**src/source/ciPkg.sv**
```systemverilog
package ciPkg;

  localparam int ciWordWidth = 32;

  typedef logic [ciWordWidth-1:0] ciWord;

  // Custom instruction numbers as seen on ciN
  typedef enum logic [7:0] {
    ciSwapByte = 8'd1,
    ciDelay    = 8'd6,
    ciProfile  = 8'd12,
    ciRgbGray  = 8'd13,
    ciIllegal  = 8'd255
  } ciOpcode;

  // Counter select in operandA of a profile instruction
  typedef enum logic [1:0] {
    profCycles  = 2'd0,
    profStall   = 2'd1,
    profBusIdle = 2'd2
  } profileSelect;

  localparam int profileCount = 3;

endpackage

```
**src/source/ciIssueIf.sv**
```systemverilog
`timescale 1ns/100ps

interface ciIssueIf;
  import ciPkg::*;

  logic    valid;     // One cycle per issued instruction
  ciOpcode opcode;
  ciWord   operandA;
  ciWord   operandB;

  modport decode (
    output valid,
    output opcode,
    output operandA,
    output operandB
  );

  modport execute (
    input valid,
    input opcode,
    input operandA,
    input operandB
  );

endinterface

```
**src/source/ciDecoder.sv**
```systemverilog
`timescale 1ns/100ps

module ciDecoder (
  input  logic            s_systemClock,
  input  logic            s_pllLocked,
  input  logic            ciStart,
  input  logic [7:0]      ciN,
  input  ciPkg::ciWord    ciDataA,
  input  ciPkg::ciWord    ciDataB,
  ciIssueIf.decode        issue,
  output logic            illegal
);
  import ciPkg::*;

  ciOpcode s_decodedOpcode;
  logic    s_isIllegal;

  always_comb begin
    case (ciN)
      8'd1:    s_decodedOpcode = ciSwapByte;
      8'd6:    s_decodedOpcode = ciDelay;
      8'd12:   s_decodedOpcode = ciProfile;
      8'd13:   s_decodedOpcode = ciRgbGray;
      default: s_decodedOpcode = ciIllegal;
    endcase
  end

  assign s_isIllegal = (s_decodedOpcode == ciIllegal);

  always_ff @(posedge s_systemClock or negedge s_pllLocked) begin
    if (!s_pllLocked) begin
      issue.valid  <= 1'b0;
      issue.opcode <= ciIllegal;
      illegal      <= 1'b0;
    end else begin
      issue.valid  <= ciStart & ~s_isIllegal;
      illegal      <= ciStart & s_isIllegal; // Answered by the result mux
      if (ciStart) issue.opcode <= s_decodedOpcode;
    end
  end

  // Operands are only looked at together with valid
  always_ff @(posedge s_systemClock) begin
    if (ciStart) begin
      issue.operandA <= ciDataA;
      issue.operandB <= ciDataB;
    end
  end

endmodule

```
**src/source/pixelAlu.sv**
```systemverilog
`timescale 1ns/100ps

module pixelAlu (
  input  logic          s_systemClock,
  input  logic          s_pllLocked,
  ciIssueIf.execute     issue,
  output logic          done,
  output ciPkg::ciWord  result
);
  import ciPkg::*;

  logic        s_swapSelected, s_graySelected;
  ciWord       s_swapped;
  logic [4:0]  s_red5, s_blue5;
  logic [5:0]  s_green6;
  logic [7:0]  s_red8, s_green8, s_blue8;
  logic [15:0] s_weightedSum;
  ciWord       s_gray;

  assign s_swapSelected = issue.valid && (issue.opcode == ciSwapByte);
  assign s_graySelected = issue.valid && (issue.opcode == ciRgbGray);

  // Bit 0 of operandB picks halfword swap instead of full reversal
  assign s_swapped = issue.operandB[0] ?
                     {issue.operandA[23:16], issue.operandA[31:24],
                      issue.operandA[7:0], issue.operandA[15:8]} :
                     {issue.operandA[7:0], issue.operandA[15:8],
                      issue.operandA[23:16], issue.operandA[31:24]};

  assign s_red5   = issue.operandA[15:11];
  assign s_green6 = issue.operandA[10:5];
  assign s_blue5  = issue.operandA[4:0];

  // Widen to 8 bits by repeating the top bits
  assign s_red8   = {s_red5, s_red5[4:2]};
  assign s_green8 = {s_green6, s_green6[5:4]};
  assign s_blue8  = {s_blue5, s_blue5[4:2]};

  // Weights sum to 256, so the total fits in 16 bits
  assign s_weightedSum = 16'd77 * s_red8 + 16'd150 * s_green8 + 16'd29 * s_blue8;
  assign s_gray        = {{(ciWordWidth - 8){1'b0}}, s_weightedSum[15:8]};

  always_ff @(posedge s_systemClock or negedge s_pllLocked) begin
    if (!s_pllLocked) begin
      done   <= 1'b0;
      result <= '0;
    end else begin
      done <= s_swapSelected | s_graySelected;
      if (s_swapSelected) result <= s_swapped;
      else if (s_graySelected) result <= s_gray;
      else result <= '0; // Result is ORed with the other units
    end
  end

endmodule

```
**src/source/delayUnit.sv**
```systemverilog
`timescale 1ns/100ps

module delayUnit #(
  parameter int cyclesPerMicrosecond = 50
) (
  input  logic          s_systemClock,
  input  logic          s_pllLocked,
  ciIssueIf.execute     issue,
  output logic          done,
  output ciPkg::ciWord  result
);
  import ciPkg::*;

  localparam int prescaleWidth = (cyclesPerMicrosecond > 1) ? $clog2(cyclesPerMicrosecond) : 1;
  localparam logic [prescaleWidth-1:0] prescaleReload = prescaleWidth'(cyclesPerMicrosecond - 1);

  typedef enum logic [1:0] {idle, counting, finish} delayState;

  delayState                s_state;
  logic [prescaleWidth-1:0] s_prescaler;
  ciWord                    s_microseconds;
  logic                     s_tick, s_lastTick;

  assign s_tick     = (s_prescaler == '0);
  assign s_lastTick = (s_state == counting) && s_tick && (s_microseconds == 1);

  always_ff @(posedge s_systemClock or negedge s_pllLocked) begin
    if (!s_pllLocked) begin
      s_state        <= idle;
      s_prescaler    <= '0;
      s_microseconds <= '0;
    end else begin
      case (s_state)
        idle: if (issue.valid && issue.opcode == ciDelay) begin
          s_prescaler    <= prescaleReload;
          s_microseconds <= issue.operandA;
          s_state        <= (issue.operandA == '0) ? finish : counting;
        end
        counting: begin
          if (s_tick) begin
            s_prescaler    <= prescaleReload;
            s_microseconds <= s_microseconds - 1'b1;
          end else s_prescaler <= s_prescaler - 1'b1;
          if (s_lastTick) s_state <= idle;
        end
        default: s_state <= idle; // Zero delay only needs its one cycle
      endcase
    end
  end

  // Done on the last microsecond tick, or from finish for a zero delay
  assign done   = s_lastTick || (s_state == finish);
  assign result = '0;

endmodule

```
**src/source/profileUnit.sv**
```systemverilog
`timescale 1ns/100ps

module profileUnit (
  input  logic          s_systemClock,
  input  logic          s_pllLocked,
  ciIssueIf.execute     issue,
  input  logic          stall,
  input  logic          busIdle,
  output logic          done,
  output ciPkg::ciWord  result
);
  import ciPkg::*;

  ciWord                   s_counters [profileCount];
  logic [profileCount-1:0] s_enabled, s_activeEnable, s_clear, s_events;
  logic                    s_control;
  profileSelect            s_select;
  ciWord                   s_selectedCount;

  assign s_control = issue.valid && (issue.opcode == ciProfile);
  assign s_select  = profileSelect'(issue.operandA[1:0]);

  // operandB holds enable, disable and clear bits per counter
  assign s_activeEnable = s_control ?
      (s_enabled | issue.operandB[profileCount-1:0]) & ~issue.operandB[4 +: profileCount] :
      s_enabled;
  assign s_clear = s_control ? issue.operandB[8 +: profileCount] : '0;

  assign s_events[profCycles]  = 1'b1;
  assign s_events[profStall]   = stall;
  assign s_events[profBusIdle] = busIdle;

  assign s_selectedCount = (int'(s_select) < profileCount) ? s_counters[s_select] : '0;

  always_ff @(posedge s_systemClock or negedge s_pllLocked) begin
    if (!s_pllLocked) begin
      s_enabled <= '0;
      for (int i = 0; i < profileCount; i++) s_counters[i] <= '0;
    end else begin
      s_enabled <= s_activeEnable;
      for (int i = 0; i < profileCount; i++) begin
        if (s_clear[i]) s_counters[i] <= '0;
        else if (s_activeEnable[i] && s_events[i]) s_counters[i] <= s_counters[i] + 1'b1;
      end
    end
  end

  always_ff @(posedge s_systemClock or negedge s_pllLocked) begin
    if (!s_pllLocked) begin
      done   <= 1'b0;
      result <= '0;
    end else begin
      done   <= s_control;
      result <= s_control ? s_selectedCount : '0; // Value before this control applies
    end
  end

endmodule

```
**src/source/ciResultMux.sv**
```systemverilog
`timescale 1ns/100ps

module ciResultMux (
  input  logic          s_systemClock,
  input  logic          s_pllLocked,
  input  logic          aluDone,
  input  ciPkg::ciWord  aluResult,
  input  logic          delayDone,
  input  ciPkg::ciWord  delayResult,
  input  logic          profileDone,
  input  ciPkg::ciWord  profileResult,
  input  logic          illegal,
  output logic          ciDone,
  output ciPkg::ciWord  ciResult
);
  import ciPkg::*;

  logic  s_anyDone;
  logic  s_illegalReply;  // Illegal strobe lined up with the unit replies
  ciWord s_merged;

  assign s_anyDone = aluDone | delayDone | profileDone | s_illegalReply;

  // Idle units hold zero, so a plain OR picks the active reply
  assign s_merged = aluResult | delayResult | profileResult | {ciWordWidth{s_illegalReply}};

  always_ff @(posedge s_systemClock or negedge s_pllLocked) begin
    if (!s_pllLocked) begin
      s_illegalReply <= 1'b0;
      ciDone         <= 1'b0;
      ciResult       <= '0;
    end else begin
      s_illegalReply <= illegal;
      ciDone         <= s_anyDone;
      ciResult       <= s_merged;
    end
  end

endmodule

```
**src/source/ciCoprocessor.sv**
```systemverilog
`timescale 1ns/100ps

module ciCoprocessor #(
  parameter int cyclesPerMicrosecond = 50
) (
  input  logic          s_systemClock,
  input  logic          s_pllLocked,
  input  logic          ciStart,
  input  logic [7:0]    ciN,
  input  ciPkg::ciWord  ciDataA,
  input  ciPkg::ciWord  ciDataB,
  input  logic          stall,
  input  logic          busIdle,
  output logic          ciDone,
  output ciPkg::ciWord  ciResult
);

  logic         s_illegal;
  logic         s_aluDone, s_delayDone, s_profileDone;
  ciPkg::ciWord s_aluResult, s_delayResult, s_profileResult;

  ciIssueIf issueBus ();

  ciDecoder decoder (
    .s_systemClock (s_systemClock),
    .s_pllLocked   (s_pllLocked),
    .ciStart       (ciStart),
    .ciN           (ciN),
    .ciDataA       (ciDataA),
    .ciDataB       (ciDataB),
    .issue         (issueBus.decode),
    .illegal       (s_illegal)
  );

  pixelAlu alu (
    .s_systemClock (s_systemClock),
    .s_pllLocked   (s_pllLocked),
    .issue         (issueBus.execute),
    .done          (s_aluDone),
    .result        (s_aluResult)
  );

  delayUnit #(.cyclesPerMicrosecond(cyclesPerMicrosecond)) delayMicro (
    .s_systemClock (s_systemClock),
    .s_pllLocked   (s_pllLocked),
    .issue         (issueBus.execute),
    .done          (s_delayDone),
    .result        (s_delayResult)
  );

  profileUnit profiler (
    .s_systemClock (s_systemClock),
    .s_pllLocked   (s_pllLocked),
    .issue         (issueBus.execute),
    .stall         (stall),
    .busIdle       (busIdle),
    .done          (s_profileDone),
    .result        (s_profileResult)
  );

  ciResultMux resultMux (
    .s_systemClock (s_systemClock),
    .s_pllLocked   (s_pllLocked),
    .aluDone       (s_aluDone),
    .aluResult     (s_aluResult),
    .delayDone     (s_delayDone),
    .delayResult   (s_delayResult),
    .profileDone   (s_profileDone),
    .profileResult (s_profileResult),
    .illegal       (s_illegal),
    .ciDone        (ciDone),
    .ciResult      (ciResult)
  );

endmodule

```
**config.mk**
```make
export PLATFORM = sky130hd
export DESIGN_NAME = ciCoprocessor
export DESIGN_NICKNAME = d
export VERILOG_FILES = /design/src/source/ciPkg.sv /design/src/source/ciIssueIf.sv /design/src/source/ciDecoder.sv /design/src/source/pixelAlu.sv /design/src/source/delayUnit.sv /design/src/source/profileUnit.sv /design/src/source/ciResultMux.sv /design/src/source/ciCoprocessor.sv
export SDC_FILE = /design/constraint.sdc
export NUM_CORES = 1
export LEC_CHECK = 0
export ABC_CLOCK_PERIOD_IN_PS = 17300
export BUFFER_PORTS_ARGS = -buffer_cell sky130_fd_sc_hd__buf_2
export CAP_MARGIN = 30
export CORE_MARGIN = 1.5
export CORE_UTILIZATION = 35
export CTS_CLUSTER_DIAMETER = 30
export DETAILED_ROUTE_END_ITERATION = 7
export GPL_ROUTABILITY_DRIVEN = 0
export GPL_TIMING_DRIVEN = 0
export PLACE_DENSITY = 0.57
export SYNTH_ARGS = -nofsm -noshare
export SYNTH_HDL_FRONTEND = slang
export SYNTH_HIERARCHICAL = 1
export SYNTH_SLANG_ARGS = --single-unit
```
**constraint.sdc**
```tcl
create_clock -name s_systemClock -period 17.3 [get_ports s_systemClock]
set_input_delay 0 -clock s_systemClock [delete_from_list [all_inputs] [get_ports s_systemClock]]
set_output_delay 0 -clock s_systemClock [all_outputs]
set_load 0.05 [all_outputs]
```
==> run summary, run 1 <==
met1 global-route usage -> 27.1%
Worst Hold Class -> in2reg
Vias/cell -> 5.31
Final Slew Violations -> 0
final setup fails -> 0
routing usage on met3 -> 2.97%
first-pass GRT wire length -> 79.1 mm
# Post-CTS Setup Buffers -> 0
clock sink total -> 287
Ys Warns -> 6
Hold Vio Cnt, Final -> 0
Global Route Usage Sum -> 19.9%
CTS H-tree depth -> 3
Worst setup EP type -> register
Leakage -> 9.85 nW
Synth Instances -> 1735
final period utilization -> 40.1%
largest net degree at the start of global routing -> 94
clk root buf -> clkbuf_16
WS Path Type -> reg2reg
num rows -> 81
fin area -> 21700 µm²
drt first pass iters -> 6
post-layout min period -> 6930 ps
Chip Height -> 226 µm
Die Footprint -> 50900 µm²
Post-Synthesis Cell Area -> 17300 µm²
final net count -> 2201
M2 GR Usage -> 31.8%
Num CTS Buffers -> 67
status -> complete, no violations
crit path DAT -> 7380 ps
CP Launch Type -> register
worst path required time -> 17750 ps
routed vias -> 14300
GR peak layer -> met2
peak supply drop -> 0.180 mV
fmax -> 144 MHz
First DRT Iteration DRCs -> 1018
Finished Layout Cells -> 2697
clk_lat worst skew -> 580 ps
hpwl dp -> 36.1 mm
# DRC -> 0
Total Power -> 0.00329 W
Wirelength per Cell -> 18.5 µm
Final Skew -> 25.6 ps
TNS Setup -> 0 ps
RSZ-0062 raised after global routing -> no
Rel. slew slack -> 31.3%
syn_area_per_cell -> 9.99 µm²
clk slew on worst S/H paths -> 60 ps
total of max-cap violations -> 0
TritonCTS clock tree -> done
Placed Cells -> 2517
antenna viol nets, final -> 0
I/O Buffers -> 85
WL final -> 50.0 mm
Area after DPL -> 18800 µm²
Fillers -> 4572
critical path fanouts, max -> 12
maximum buffer depth of the clock tree -> 3
Initial Util -> 35.4%
ANT cells -> 0
total congestion overflow -> 0
Least-Margin Pin Slew -> 1030 ps
top-level port count -> 110
layout cell share with drive strength beyond 1 -> 15.2%
P per Cell Area -> 152 nW/µm²
vias in the first global route -> 14300
chip width -> 226 µm
Area Growth Syn to Fin -> 25.2%
initial antenna violation count -> 1
Core Region -> 49000 µm²
==> metal layers <==
metal  routed length [µm]  up-vias
met1                22000     6954
met3                 3010      113
li1                     -     6762
met2                23100      485
met5                   17        -
met4                 1790        2
==> power by group <==
part	total (W)	internal [W]	switching, W
Combinational	0.00126	0.000553	0.000707
Sequential	0.000728	0.000701	0.0000273
Clock	0.00130	0.000874	0.000428
Total	0.00329	0.00213	0.00116
==> sequential cells by signal (all words and copies together), names as in the netlist, 2 cells and up <==
signal                     count
decoder/issue.operandB         9
delayMicro/s_state             2
profiler/s_enabled             3
profiler/result               32
delayMicro/s_microseconds     32
decoder/issue.opcode           5
resultMux/ciResult            32
profiler/s_counters           96
alu/result                    32
decoder/issue.operandA        32
delayMicro/s_prescaler         6
==> cell type report <==
type	count	area, µm²	area share (%)
repair buffers	145	1080	4.98
clock inverters	42	549	2.53
multi-input cells	1255	9040	41.6
clock buffers	80	1800	8.28
well taps	664	831	3.83
inverters	112	420	1.94
flip-flops and latches	287	7390	34.1
plain buffers	112	598	2.75
==> critical path, cell delays in order (launching register included) <==
cell and delay, ps:
edfxtp_1 850, ha_1 370, ha_1 280, inv_1 70, fa_1 490, fa_1 510
inv_1 50, ha_1 360, xnor2_1 210, fa_1 470, fa_1 520, inv_1 50
fa_1 480, fa_1 550, inv_1 40, ha_1 330, and3_1 160, o21ai_0 120
nand3_1 180, a31oi_1 290, o21ai_0 140, a41o_1 290
==> per-stage QoR <==
| step | setup slack, ps | util [%] | hold slack [ps] |
|---|---|---|---|
| floorplan | 11190 | - | -296 |
| global placement | 10430 | 38.2 | 178 |
| detailed placement | 10400 | 38.4 | 10.4 |
| CTS | 10370 | 44.3 | 112 |
| global route | 10040 | 44.4 | 133 |
| finish | 10370 | 44.4 | 136 |
==> path summary, 6_finish.rpt <==
kind,slack [ps],from,depth (start not counted),end
max in group asynchronous,15790,s_pllLocked,4,profiler/s_counters[73]
setup reg to reg,10370,decoder/issue.operandA[9],21,alu/result[6]
hold / removal,140,ciDataB[1],2,decoder/issue.operandB[1]
setup / recovery,10370,decoder/issue.operandA[9],21,alu/result[6]
hold reg to reg,360,decoder/illegal,0,resultMux/s_illegalReply
min in group asynchronous,520,s_pllLocked,3,profiler/s_counters[82]
==> cell usage in the layout, fill, tap and decap left out, drive strengths merged, types with 66 or more instances in the layout <==
cell type  count
mux2i         66
buf          151
ha            90
dfrtp        241
nand2        113
clkbuf       129
a21oi        126
nand3         88
nor2         170
inv          128
==> what timing repair did <==
action / 4_1_cts / 5_1_grt
hold buffers: 56 / 1
resized for setup: 0 / 0
hold endpoints to repair: 302 / 41
No activity file was read; power rests on OpenSTA's default activity.
==> inputs of run 2 (changes only) <==
--- a/config.mk
+++ b/config.mk
@@ -5,7 +5,7 @@
 export SDC_FILE = /design/constraint.sdc
 export NUM_CORES = 1
 export LEC_CHECK = 0
-export ABC_CLOCK_PERIOD_IN_PS = 17300
+export ABC_CLOCK_PERIOD_IN_PS = 6300
 export BUFFER_PORTS_ARGS = -buffer_cell sky130_fd_sc_hd__buf_2
 export CAP_MARGIN = 30
 export CORE_MARGIN = 1.5
@@ -14,7 +14,7 @@
 export DETAILED_ROUTE_END_ITERATION = 7
 export GPL_ROUTABILITY_DRIVEN = 0
 export GPL_TIMING_DRIVEN = 0
-export PLACE_DENSITY = 0.57
+export PLACE_DENSITY = 0.59
 export SYNTH_ARGS = -nofsm -noshare
 export SYNTH_HDL_FRONTEND = slang
 export SYNTH_HIERARCHICAL = 1
==> constraint.sdc (replaced) <==
create_clock -name s_systemClock -period 6.3 [get_ports s_systemClock]
set_input_delay 0 -clock s_systemClock [delete_from_list [all_inputs] [get_ports s_systemClock]]
set_output_delay 0 -clock s_systemClock [all_outputs]
set_load 0.05 [all_outputs]
==> run summary, run 2 (synthesis gave the netlist of run 1 again) <==
FF+latch area -> 7390 µm² (unchanged)
final setup fails -> 0 (unchanged)
chip width -> 226 µm (unchanged)
dpl ws -> -558 ps (-10960 ps)
Die Footprint -> 50900 µm² (unchanged)
Initial Util -> 35.4% (unchanged)
Leakage -> 9.99 nW (+1.5%)
post-layout min period -> 6100 ps (-837 ps)
Least-Margin Pin Slew -> 991 ps (-40.4 ps)
Area Growth Syn to Fin -> 27.4%
routed vias -> 14400 (+0.92%)
Largest register FFs -> 96 (unchanged)
fmax -> 164 MHz (+14%)
reg2reg start -> decoder/issue.operandA[7]
CTS H-tree depth -> 3 (unchanged)
Num CTS Buffers -> 72 (+7.5%)
drt first pass iters -> 5 (-1)
critical path fanouts, max -> 7 (-5)
First DRT Iteration DRCs -> 1110 (+9.0%)
worst setup margin -> 203 ps (-10160 ps)
Rel. slew slack -> 34.0% (+2.7 points)
Wirelength per Cell -> 18.6 µm (+0.63%)
flop2flop setup slack -> 200 ps (-10160 ps)
Worst Hold Class -> in2reg
TritonCTS clock tree -> done
most frequent cells in the layout -> 241 x dfrtp_1, 170 x nor2_1, 125 x a21oi_1
Final Slew Violations -> 0 (unchanged)
clk slew on worst S/H paths -> 50 ps (about the same)
Core Region -> 49000 µm² (unchanged)
Worst setup EP type -> register
clk_lat worst skew -> 600 ps (+20 ps)
vias in the first global route -> 14300 (+0.33%)
largest net degree at the start of global routing -> 118 (+26%)
top-level port count -> 110 (unchanged)
P per Cell Area -> 446 nW/µm² (+190%)
Total Power -> 0.00984 W (+200%)
CP Launch Type -> register
crit path DAT -> 6520 ps (-860 ps)
ANT cells -> 0 (unchanged)
Largest Register -> profiler/s_counters
I/O Buffers -> 85 (unchanged)
final net count -> 2217 (+0.73%)
Hold Vio Cnt, Final -> 0 (unchanged)
RSZ-0062 raised after global routing -> no
FF-to-FF End -> alu/result[4]
first-pass GRT wire length -> 79.0 mm (about the same)
hpwl dp -> 35.9 mm (-0.49%)
commonest non-fill, non-tap cell in the layout -> dfrtp_1
clock sink total -> 287 (unchanged)
WL final -> 50.7 mm (+1.4%)
layout cell share with drive strength beyond 1 -> 16.7% (+1.5 points)
Fillers -> 4588 (+0.35%)
worst reg2reg path depth -> 23 (+9.5%)
status -> complete, no violations
Hold Path Depth -> 2 (unchanged)
initial antenna violation count -> 1 (unchanged)
Chip Height -> 226 µm (unchanged)
Final Skew -> 26.3 ps (+0.723 ps)
antenna viol nets, final -> 0 (unchanged)
WS Path Type -> reg2reg
total of max-cap violations -> 0 (unchanged)
multi-input combinational cell area -> 9160 µm² (+1.3%)
worst path required time -> 6730 ps (-11020 ps)
num rows -> 81 (unchanged)
clk root buf -> clkbuf_16
hold endpoint -> decoder/issue.operandB[10]
Global Route Usage Sum -> 20.1% (+0.12 points)
maximum buffer depth of the clock tree -> 3 (unchanged)
total congestion overflow -> 0 (unchanged)
TNS Setup -> 0 ps (unchanged)
Vias/cell -> 5.32 (+0.14%)
peak supply drop -> 0.611 mV (+240%)
final period utilization -> 96.8% (+57 points)
# DRC -> 0 (unchanged)
worst hold start -> ciDataB[10]
[run 2: worst max path at each step]
stage                              start  depth (start not counted)  slack [ps]            end
2_1_floorplan  decoder/issue.operandA[9]                         21         190  alu/result[6]
3_3_place_gp   decoder/issue.operandA[9]                         21        -520  alu/result[6]
3_5_place_dp   decoder/issue.operandA[9]                         21        -560  alu/result[6]
4_1_cts        decoder/issue.operandA[6]                         24          20  alu/result[6]
5_1_grt        decoder/issue.operandA[9]                         22           7  alu/result[4]
6_report       decoder/issue.operandA[7]                         23         200  alu/result[4]
[run 2: layout make-up]
type	count	area share, %
well taps	664	3.76
clock buffers	88	8.74
flip-flops and latches	287	33.5
multi-input cells	1255	41.5
repair buffers	156	5.27
plain buffers	112	2.71
inverters	112	1.90
clock inverters	44	2.68
[run 2: report_power, final]
| part | total [W] | switching (W) | internal (W) |
|---|---|---|---|
| Sequential | 0.00199 | 0.0000636 | 0.00193 |
| Clock | 0.00377 | 0.00123 | 0.00254 |
| Combinational | 0.00409 | 0.00224 | 0.00184 |
[run 2: per-layer routing]
layer | routed length (µm) | part of all wire (%) | GRT usage, % | vias to the layer above
met4 | 1790 | 3.5 | 8.62 | 2
met1 | 22400 | 44 | 26.7 | 7045
met5 | 11 | 0.022 | 0 | -
met2 | 23500 | 46 | 31.8 | 485
li1 | - | - | - | 6793
met3 | 2990 | 5.9 | 3.87 | 122
[run 2: timing repair]
item | 4_1_cts | 5_1_grt
resized for setup | 3 | 17
hold endpoints to repair | 190 | 13
pin swaps | 2 | 14
endpoints found under the setup margin | 6 | 6
setup buffers | 11 | 2
hold buffers | 55 | 1
[run 2: worst max-delay path, stage by stage (launching register included)]
cell      delay, ps
edfxtp_1        420
buf_6           190
ha_1            280
ha_1            300
fa_1            470
ha_1            340
inv_1           130
o21bai_2        130
a21oi_4         220
xnor2_4         140
fa_1            450
fa_1            510
inv_1            60
fa_1            480
fa_1            560
inv_1            70
ha_4            260
a21o_1          150
nand2_1         100
nand3_2         140
buf_4           160
nand2_1          60
xor2_1          200
o22ai_1         100
[run 2: per-stage QoR]
stage | util [%] | hold WS [ps] | instance area, µm² | instances
floorplan | - | -296 | 17500 | 1766
global placement | 38.2 | 178 | 18700 | 2515
detailed placement | 38.4 | -155 | 18800 | 2517
CTS | 44.8 | 94.1 | 21900 | 2715
global route | 45.1 | 114 | 22100 | 2718
finish | 45.1 | 120 | 22100 | 2718
